--- config.mk ---
export PLATFORM = sky130hd
export DESIGN_NAME = hazard_top
export DESIGN_NICKNAME = d
export VERILOG_FILES = /design/src/logic/isa_pkg.sv /design/src/logic/hazard_pkg.sv /design/src/logic/hdu.sv /design/src/logic/stage_track.sv /design/src/logic/operand_fwd.sv /design/src/logic/reg_file.sv /design/src/logic/hazard_top.sv
export SDC_FILE = /design/constraint.sdc
export NUM_CORES = 2
export LEC_CHECK = 0
export BUFFER_PORTS_ARGS = -buffer_cell sky130_fd_sc_hd__buf_4
export CAP_MARGIN = 20
export CORE_MARGIN = 3
export CORE_UTILIZATION = 50
export DETAILED_ROUTE_END_ITERATION = 8
export PLACE_DENSITY_LB_ADDON = 0.05
export SYNTH_ARGS = -nofsm -noshare
export SYNTH_HDL_FRONTEND = slang
export SYNTH_SLANG_ARGS = --single-unit
--- constraint.sdc ---
create_clock -name i_clk -period 2.85 [get_ports i_clk]
set_clock_uncertainty 0.1 [all_clocks]
set_input_delay 0.285 -clock i_clk [delete_from_list [all_inputs] [get_ports i_clk]]
set_output_delay 0.285 -clock i_clk [all_outputs]
set_load 0.02 [all_outputs]
--- src/logic/isa_pkg.sv ---
// ======================================================================
// integer ISA definitions
// word size and register file geometry
// ======================================================================
`default_nettype none

package isa_pkg;

    localparam int XLEN     = 32;
    localparam int REG_AW   = 5;
    localparam int NUM_REGS = 32;

    typedef logic [REG_AW-1:0] reg_addr_t;
    typedef logic [XLEN-1:0]   word_t;

    localparam reg_addr_t REG_ZERO = '0;

endpackage

`default_nettype wire

--- src/logic/hazard_pkg.sv ---
// ======================================================================
// hazard control definitions
// forwarding source encoding and pipeline stage descriptor
// ======================================================================
`default_nettype none

package hazard_pkg;

    typedef enum logic [1:0] {
        FWD_RF = 2'd0,
        FWD_EX = 2'd1,
        FWD_LS = 2'd2
    } fwd_sel_t;

    typedef struct packed {
        logic               valid;
        isa_pkg::reg_addr_t rd;
        logic               rd_wen;
        logic               mem_read;
        // source fields only live in ID/EX
        isa_pkg::reg_addr_t rs1;
        isa_pkg::reg_addr_t rs2;
        logic               rs1_en;
        logic               rs2_en;
        isa_pkg::word_t     result;
    } stage_desc_t;

endpackage

`default_nettype wire

--- src/logic/hdu.sv ---
// ======================================================================
// hazard detection unit
// forwarding selects for execute and branch operands, load-use stall
// ======================================================================
`timescale 1ns/10ps
`default_nettype none

module hdu (
    input  hazard_pkg::stage_desc_t i_id_ex,
    input  hazard_pkg::stage_desc_t i_ex_ls,
    input  hazard_pkg::stage_desc_t i_ls_wb,
    input  logic                    i_valid,
    input  isa_pkg::reg_addr_t      i_rs1,
    input  isa_pkg::reg_addr_t      i_rs2,
    input  logic                    i_rs1_en,
    input  logic                    i_rs2_en,
    input  logic                    i_is_branch,
    output hazard_pkg::fwd_sel_t    o_ex_sel1,
    output hazard_pkg::fwd_sel_t    o_ex_sel2,
    output hazard_pkg::fwd_sel_t    o_br_sel1,
    output hazard_pkg::fwd_sel_t    o_br_sel2,
    output logic                    o_stall
);

    // stage holds a live write to a non-zero register matching src
    function automatic logic writes_src(hazard_pkg::stage_desc_t s, isa_pkg::reg_addr_t src);
        return s.valid & s.rd_wen & (s.rd != isa_pkg::REG_ZERO) & (s.rd == src);
    endfunction

    // nearer stage wins so the newest value is used
    function automatic hazard_pkg::fwd_sel_t encode_sel(logic near_hit, logic far_hit);
        if (near_hit) begin
            return hazard_pkg::FWD_EX;
        end else if (far_hit) begin
            return hazard_pkg::FWD_LS;
        end
        return hazard_pkg::FWD_RF;
    endfunction

    logic id_ex_hit1;
    logic id_ex_hit2;
    logic br_near1;
    logic br_near2;
    logic br_far1;
    logic br_far2;
    logic load_use;
    logic ctrl_load_use;

    // data hazards seen by the instruction in ID/EX
    assign o_ex_sel1 = encode_sel(writes_src(i_ex_ls, i_id_ex.rs1),
                                  writes_src(i_ls_wb, i_id_ex.rs1));
    assign o_ex_sel2 = encode_sel(writes_src(i_ex_ls, i_id_ex.rs2),
                                  writes_src(i_ls_wb, i_id_ex.rs2));

    // control hazards, branch compare happens in decode
    assign id_ex_hit1 = writes_src(i_id_ex, i_rs1);
    assign id_ex_hit2 = writes_src(i_id_ex, i_rs2);

    // a load in ID/EX has no result yet
    assign br_near1 = i_is_branch & id_ex_hit1 & ~i_id_ex.mem_read;
    assign br_near2 = i_is_branch & id_ex_hit2 & ~i_id_ex.mem_read;
    assign br_far1  = i_is_branch & ~id_ex_hit1 & writes_src(i_ex_ls, i_rs1);
    assign br_far2  = i_is_branch & ~id_ex_hit2 & writes_src(i_ex_ls, i_rs2);

    assign o_br_sel1 = encode_sel(br_near1, br_far1);
    assign o_br_sel2 = encode_sel(br_near2, br_far2);

    // no zero-register test on either stall
    assign load_use = i_id_ex.valid & i_id_ex.mem_read & i_valid
                    & ((i_rs1_en & (i_rs1 == i_id_ex.rd))
                     | (i_rs2_en & (i_rs2 == i_id_ex.rd)));

    assign ctrl_load_use = i_is_branch & i_id_ex.valid & i_id_ex.mem_read
                         & ((i_rs1 == i_id_ex.rd) | (i_rs2 == i_id_ex.rd));

    assign o_stall = load_use | ctrl_load_use;

endmodule

`default_nettype wire

--- src/logic/stage_track.sv ---
// ======================================================================
// pipeline stage tracker
// ID/EX, EX/LS and LS/WB descriptors with bubble insertion
// ======================================================================
`timescale 1ns/10ps
`default_nettype none

module stage_track (
    input  logic                    i_clk,
    input  logic                    i_arst_n,
    input  logic                    i_valid,
    input  logic                    i_stall,
    input  isa_pkg::reg_addr_t      i_rs1,
    input  isa_pkg::reg_addr_t      i_rs2,
    input  logic                    i_rs1_en,
    input  logic                    i_rs2_en,
    input  isa_pkg::reg_addr_t      i_rd,
    input  logic                    i_rd_wen,
    input  logic                    i_mem_read,
    input  isa_pkg::word_t          i_result,
    input  isa_pkg::word_t          i_op1,
    input  isa_pkg::word_t          i_op2,
    output hazard_pkg::stage_desc_t o_id_ex,
    output hazard_pkg::stage_desc_t o_ex_ls,
    output hazard_pkg::stage_desc_t o_ls_wb,
    output isa_pkg::word_t          o_id_ex_op1,
    output isa_pkg::word_t          o_id_ex_op2
);

    hazard_pkg::stage_desc_t id_ex_d;
    hazard_pkg::stage_desc_t ex_ls_d;

    // IF/ID descriptor, bubble unless it issues
    always_comb begin
        id_ex_d          = '0;
        id_ex_d.valid    = i_valid & ~i_stall;
        id_ex_d.rd       = i_rd;
        id_ex_d.rd_wen   = i_rd_wen;
        id_ex_d.mem_read = i_mem_read;
        id_ex_d.rs1      = i_rs1;
        id_ex_d.rs2      = i_rs2;
        id_ex_d.rs1_en   = i_rs1_en;
        id_ex_d.rs2_en   = i_rs2_en;
        id_ex_d.result   = i_result;
    end

    // sources are done with once execute has its operands
    always_comb begin
        ex_ls_d        = o_id_ex;
        ex_ls_d.rs1    = '0;
        ex_ls_d.rs2    = '0;
        ex_ls_d.rs1_en = 1'b0;
        ex_ls_d.rs2_en = 1'b0;
    end

    always_ff @(posedge i_clk or negedge i_arst_n) begin
        if (!i_arst_n) begin
            o_id_ex     <= '0;
            o_ex_ls     <= '0;
            o_ls_wb     <= '0;
            o_id_ex_op1 <= '0;
            o_id_ex_op2 <= '0;
        end else begin
            o_id_ex     <= id_ex_d;
            o_ex_ls     <= ex_ls_d;
            o_ls_wb     <= o_ex_ls;
            o_id_ex_op1 <= i_op1;
            o_id_ex_op2 <= i_op2;
        end
    end

endmodule

`default_nettype wire

--- src/logic/operand_fwd.sv ---
// ======================================================================
// operand forwarding muxes
// execute operands and decode-stage branch operands
// ======================================================================
`timescale 1ns/10ps
`default_nettype none

module operand_fwd (
    input  hazard_pkg::fwd_sel_t i_ex_sel1,
    input  hazard_pkg::fwd_sel_t i_ex_sel2,
    input  hazard_pkg::fwd_sel_t i_br_sel1,
    input  hazard_pkg::fwd_sel_t i_br_sel2,
    input  isa_pkg::word_t       i_id_ex_op1,
    input  isa_pkg::word_t       i_id_ex_op2,
    input  isa_pkg::word_t       i_rf_op1,
    input  isa_pkg::word_t       i_rf_op2,
    input  isa_pkg::word_t       i_id_ex_res,
    input  isa_pkg::word_t       i_ex_ls_res,
    input  isa_pkg::word_t       i_ls_wb_res,
    output isa_pkg::word_t       o_ex_op1,
    output isa_pkg::word_t       o_ex_op2,
    output isa_pkg::word_t       o_br_op1,
    output isa_pkg::word_t       o_br_op2
);

    function automatic isa_pkg::word_t pick(hazard_pkg::fwd_sel_t sel, isa_pkg::word_t base,
                                            isa_pkg::word_t near, isa_pkg::word_t far);
        case (sel)
            hazard_pkg::FWD_EX: return near;
            hazard_pkg::FWD_LS: return far;
            default:            return base;
        endcase
    endfunction

    // execute reads one and two stages ahead of ID/EX
    assign o_ex_op1 = pick(i_ex_sel1, i_id_ex_op1, i_ex_ls_res, i_ls_wb_res);
    assign o_ex_op2 = pick(i_ex_sel2, i_id_ex_op2, i_ex_ls_res, i_ls_wb_res);

    // branch compare sits in decode, so one stage earlier
    assign o_br_op1 = pick(i_br_sel1, i_rf_op1, i_id_ex_res, i_ex_ls_res);
    assign o_br_op2 = pick(i_br_sel2, i_rf_op2, i_id_ex_res, i_ex_ls_res);

endmodule

`default_nettype wire

--- src/logic/reg_file.sv ---
// ======================================================================
// integer register file, 32 x 32
// x0 reads zero, same-cycle write passes through to the reads
// ======================================================================
`timescale 1ns/10ps
`default_nettype none

module reg_file (
    input  logic               i_clk,
    input  logic               i_arst_n,
    input  logic               i_wen,
    input  isa_pkg::reg_addr_t i_waddr,
    input  isa_pkg::word_t     i_wdata,
    input  isa_pkg::reg_addr_t i_raddr1,
    input  isa_pkg::reg_addr_t i_raddr2,
    output isa_pkg::word_t     o_rdata1,
    output isa_pkg::word_t     o_rdata2
);

    isa_pkg::word_t regs [isa_pkg::NUM_REGS];
    logic           wr_live;

    function automatic isa_pkg::word_t read_port(isa_pkg::reg_addr_t addr, logic wr,
                                                 isa_pkg::reg_addr_t waddr,
                                                 isa_pkg::word_t wdata,
                                                 isa_pkg::word_t stored);
        if (addr == isa_pkg::REG_ZERO) begin
            return '0;
        end else if (wr && (waddr == addr)) begin
            return wdata;
        end
        return stored;
    endfunction

    assign wr_live = i_wen & (i_waddr != isa_pkg::REG_ZERO);

    always_ff @(posedge i_clk or negedge i_arst_n) begin
        if (!i_arst_n) begin
            for (int i = 0; i < isa_pkg::NUM_REGS; i++) begin
                regs[i] <= '0;
            end
        end else if (wr_live) begin
            regs[i_waddr] <= i_wdata;
        end
    end

    assign o_rdata1 = read_port(i_raddr1, wr_live, i_waddr, i_wdata, regs[i_raddr1]);
    assign o_rdata2 = read_port(i_raddr2, wr_live, i_waddr, i_wdata, regs[i_raddr2]);

endmodule

`default_nettype wire

--- src/logic/hazard_top.sv ---
// ======================================================================
// pipeline hazard core
// stage tracking, register file, hazard detection and forwarding
// ======================================================================
`timescale 1ns/10ps
`default_nettype none

module hazard_top (
    input  logic               i_clk,
    input  logic               i_arst_n,
    input  logic               i_valid,
    input  isa_pkg::reg_addr_t i_rs1,
    input  isa_pkg::reg_addr_t i_rs2,
    input  logic               i_rs1_en,
    input  logic               i_rs2_en,
    input  isa_pkg::reg_addr_t i_rd,
    input  logic               i_rd_wen,
    input  logic               i_mem_read,
    input  logic               i_is_branch,
    input  isa_pkg::word_t     i_result,
    output logic               o_stall,
    output logic               o_ex_valid,
    output isa_pkg::word_t     o_ex_op1,
    output isa_pkg::word_t     o_ex_op2,
    output isa_pkg::word_t     o_br_op1,
    output isa_pkg::word_t     o_br_op2
);

    hazard_pkg::stage_desc_t id_ex;
    hazard_pkg::stage_desc_t ex_ls;
    hazard_pkg::stage_desc_t ls_wb;
    hazard_pkg::fwd_sel_t    ex_sel1;
    hazard_pkg::fwd_sel_t    ex_sel2;
    hazard_pkg::fwd_sel_t    br_sel1;
    hazard_pkg::fwd_sel_t    br_sel2;
    isa_pkg::word_t          rf_op1;
    isa_pkg::word_t          rf_op2;
    isa_pkg::word_t          id_ex_op1;
    isa_pkg::word_t          id_ex_op2;

    assign o_ex_valid = id_ex.valid;

    hdu hdu_inst (
        .i_id_ex     (id_ex),
        .i_ex_ls     (ex_ls),
        .i_ls_wb     (ls_wb),
        .i_valid     (i_valid),
        .i_rs1       (i_rs1),
        .i_rs2       (i_rs2),
        .i_rs1_en    (i_rs1_en),
        .i_rs2_en    (i_rs2_en),
        .i_is_branch (i_is_branch),
        .o_ex_sel1   (ex_sel1),
        .o_ex_sel2   (ex_sel2),
        .o_br_sel1   (br_sel1),
        .o_br_sel2   (br_sel2),
        .o_stall     (o_stall)
    );

    stage_track stage_track_inst (
        .i_clk       (i_clk),
        .i_arst_n    (i_arst_n),
        .i_valid     (i_valid),
        .i_stall     (o_stall),
        .i_rs1       (i_rs1),
        .i_rs2       (i_rs2),
        .i_rs1_en    (i_rs1_en),
        .i_rs2_en    (i_rs2_en),
        .i_rd        (i_rd),
        .i_rd_wen    (i_rd_wen),
        .i_mem_read  (i_mem_read),
        .i_result    (i_result),
        .i_op1       (rf_op1),
        .i_op2       (rf_op2),
        .o_id_ex     (id_ex),
        .o_ex_ls     (ex_ls),
        .o_ls_wb     (ls_wb),
        .o_id_ex_op1 (id_ex_op1),
        .o_id_ex_op2 (id_ex_op2)
    );

    operand_fwd operand_fwd_inst (
        .i_ex_sel1   (ex_sel1),
        .i_ex_sel2   (ex_sel2),
        .i_br_sel1   (br_sel1),
        .i_br_sel2   (br_sel2),
        .i_id_ex_op1 (id_ex_op1),
        .i_id_ex_op2 (id_ex_op2),
        .i_rf_op1    (rf_op1),
        .i_rf_op2    (rf_op2),
        .i_id_ex_res (id_ex.result),
        .i_ex_ls_res (ex_ls.result),
        .i_ls_wb_res (ls_wb.result),
        .o_ex_op1    (o_ex_op1),
        .o_ex_op2    (o_ex_op2),
        .o_br_op1    (o_br_op1),
        .o_br_op2    (o_br_op2)
    );

    // writeback from LS/WB, x0 filtered inside
    reg_file reg_file_inst (
        .i_clk    (i_clk),
        .i_arst_n (i_arst_n),
        .i_wen    (ls_wb.valid & ls_wb.rd_wen),
        .i_waddr  (ls_wb.rd),
        .i_wdata  (ls_wb.result),
        .i_raddr1 (i_rs1),
        .i_raddr2 (i_rs2),
        .o_rdata1 (rf_op1),
        .o_rdata2 (rf_op2)
    );

endmodule

`default_nettype wire

==> qor.yml <==
worstSetupPathType: "flip-flop to primary output"
syn_avg_cell_area_sq_um: 14.11
dp_cells: 6319
hpwlAfterDp_mm: 135.2
io_pins: 185
async_flop_share_pct: 100.0
cts_buffers: 141
grt_pass1_vias: 44510
synth.ff_latch_count: 1216
cts_root_buf: "clkbuf_16"
gp_congestion: 0.8604
die_area_sq_um: 131100
htreeDepth: 4
grt_usage_pct: 32.71
drc_errors: 4
pwr_density_cell_nw_per_um2: 619.0
cp_num_buf_inv: 2
coreArea_sq_um: 125700
critPathCapture: "o_br_op2[12]"
cts_tree: "done"
crit_slowest_cell: "or4_4"
worst_skew_pair.late_latency_ns: 0.77
drt-total-wl_mm: 215.9
synth_top_area_share_pct: 47.99
synthToLayoutAreaGrowth_pct: 22.95
critPathTopFamily: "compound AO/OA/AOI/OAI gates"
worstPathRequired_ns: 2.47
initial_core_util_pct: 50.43
worstRegToRegCells: 5
synth_ff_type: "dfrtp_1"
ir_drop_mv: 0.5217
synth.most_common_cell: "dfrtp_1"
synth.top_cells.by_area: "dfrtp_1 (48%), mux2_2 (18%), mux4_2 (16%)"
layout_setup_ws_ns: -0.7402
p_sw_share_pct: 27.12
synth_top_cell_by_area: "dfrtp_1"
endpoint_kind: "primary output"
hold_path_class: "input port to flip-flop"
crit_fanout: 32
path_clk_slew_ns: 0.06
synth_top_cells_by_count: "dfrtp_1 (1216), mux2_2 (1039), mux4_2 (450)"
p_switching_mw: 13.09
antenna_found_initial: 7
fin_util_pct: 62.00
intPower_mw: 35.16
drive_above_1_share_pct: 53.12
grt_pass1_wl_mm: 314.1
p_leak_nw: 35.67
syn_nets: 4550
grt_max_degree: 69
p_comb_share_pct: 18.6
drv_cap: 0
fin_cells: 6689
timing.hold.ws_ns: 0.06581
pwr-share-clk_pct: 38.4
finalSetupViolations: 128
hold_viol: 0
p_seq_share_pct: 43.0
path_cells: "or4_4 > o211ai_1 > nor3_1 > o211a_1 > buf_12 > a222oi_1 > o21ai_1 > buf_4"
drtIter0Drc: 4973
r2r_end: "reg_file_inst.regs[353]"
r2r-start: "stage_track_inst.o_ls_wb[47]"
vias: 43990
fillers: 9497
clk_path_buf_depth: 3
die_w_microns: 362.1
rows: 130
total_power_mw: 48.25
fin_nets: 4983
status: "complete, but fails checks"
cts_sinks: 1216
wire_per_inst_microns: 32.28
setup-tns-final_ns: -70.14
violations: "design-rule violations, negative setup slack"
worstPathArrival_ns: 3.21
synth.distinct_cells: 62
tightestPinTransition_ns: 0.9385
rsz0062_at_grt: "true"
max_freq_mhz: 278.5
antenna_left: 0
syn_inst: 4495
slew_headroom_pct: 36.91
netlist_area_sq_um: 63400
critPathLaunchType: "flip-flop"
maxSlewViolCount: 0
die_h_microns: 362.1
port_buffers: 184
first_pass_iters: 9
overflow: 0
yosysSeqAreaShare_pct: 47.99
synth_edf_count: 0
vias_per_cell: 6.576
r2r_slack_ns: 0.14
min_period_ns: 3.590
cp_num_cells: 8
startpoint: "stage_track_inst.o_id_ex[46]"
crit_path_max_incr_delay_ns: 0.54
post-route-period-util_pct: 126.0
yosys_warnings: 0
## through the flow
stage | setup slack (ns) | area (sq um)
3_5_place_dp | -0.4534 | 70330
2_1_floorplan | 0.1874 | 63400
6_report | -0.7402 | 77950
3_3_place_gp | -0.4609 | 70330
5_1_grt | -0.8312 | 77950
4_1_cts | -0.7846 | 76960
## state kept, by name, summed over array words and instances (netlist names)
name / count
stage_track_inst.o_ls_wb: 39
stage_track_inst.o_ex_ls: 39
stage_track_inst.o_id_ex_op1: 32
reg_file_inst.regs: 1024
stage_track_inst.o_id_ex: 50
stage_track_inst.o_id_ex_op2: 32
## worst min path at each step
stage	to	slack, ns	from	cells after the start
detailed placement	stage_track_inst.o_id_ex[28]	0.18	i_arst_n	1
finish	stage_track_inst.o_id_ex[7]	0.07	i_result[7]	2
global placement	stage_track_inst.o_id_ex[28]	0.18	i_arst_n	1
global route	stage_track_inst.o_id_ex[7]	0.04	i_result[7]	2
floorplan	reg_file_inst.regs[0]	-0.11	i_arst_n	0
CTS	stage_track_inst.o_id_ex[27]	0.002	i_result[27]	2
## cell families (layout without fill, tap and decap cells)
family | count (synthesis) | in the layout | synth area share (%)
compound gates | 518 | 518 | 5.381
xor+xnor | 50 | 50 | 0.6907
buf+inv | 523 | 1066 | 3.674
flops | 1216 | 1216 | 47.99
mux | 1806 | 1806 | 39.46
other cells | 0 | 1 | 0
simple gates | 382 | 382 | 2.806
## layout make-up
class / instances / area, sq um / area share [%]
repair buffers: 808 / 8972 / 11.51
well taps: 1650 / 2064 / 2.648
clock inverters: 53 / 581.8 / 0.7464
flip-flops and latches: 1216 / 30440 / 39.04
diodes: 1 / 2.502 / 0.003210
multi-input cells: 2756 / 31770 / 40.75
inverters: 5 / 20.02 / 0.02568
clock buffers: 200 / 4108 / 5.269
## timing repair
| item | CTS | global route |
|---|---|---|
| pin swaps | 14 | 46 |
| endpoints found under the hold margin | 727 | 0 |
| endpoints found under the setup margin | 128 | 129 |
| cloned | 15 | 7 |
| hold buffers | 54 | 0 |
| resized for setup | 164 | 204 |
| setup buffers | 30 | 19 |
## layout by cell type, fill, tap and decap left out, drive strengths merged, types with 28 or more instances in the layout
cell type and n:
nand2 109, clkbuf 205, buf 748, a222oi 32, xor2 28, a21oi 66
o21ai 173, mux2 1043, a211o 32, nor3 56, dlygate4sd3 54, mux2i 313
dfrtp 1216, mux4 450, o22ai 100, a22o 32, nor2 125, clkinv 30
## power groups by stage
| stage | Combinational, mW | Clock (mW) | Sequential, mW |
|---|---|---|---|
| floorplan | 5.51 | 0 | 20.4 |
| global placement | 8.33 | 0 | 20.9 |
| detailed placement | 8.44 | 0 | 21.0 |
| CTS | 8.70 | 18.8 | 20.7 |
| global route | 9.51 | 19.5 | 21.0 |
| finish | 8.96 | 18.5 | 20.8 |
## layer usage
| layer | global-route usage [%] | part of all wire (%) | vias to the layer above |
|---|---|---|---|
| met5 | 0 | 0 | - |
| met4 | 10.05 | 3.2 | 0 |
| met3 | 7.485 | 8.7 | 391 |
| met2 | 48.73 | 45 | 2028 |
| met1 | 47.95 | 43 | 23560 |
| li1 | - | - | 18010 |
(Power assumes the default switching activity.)
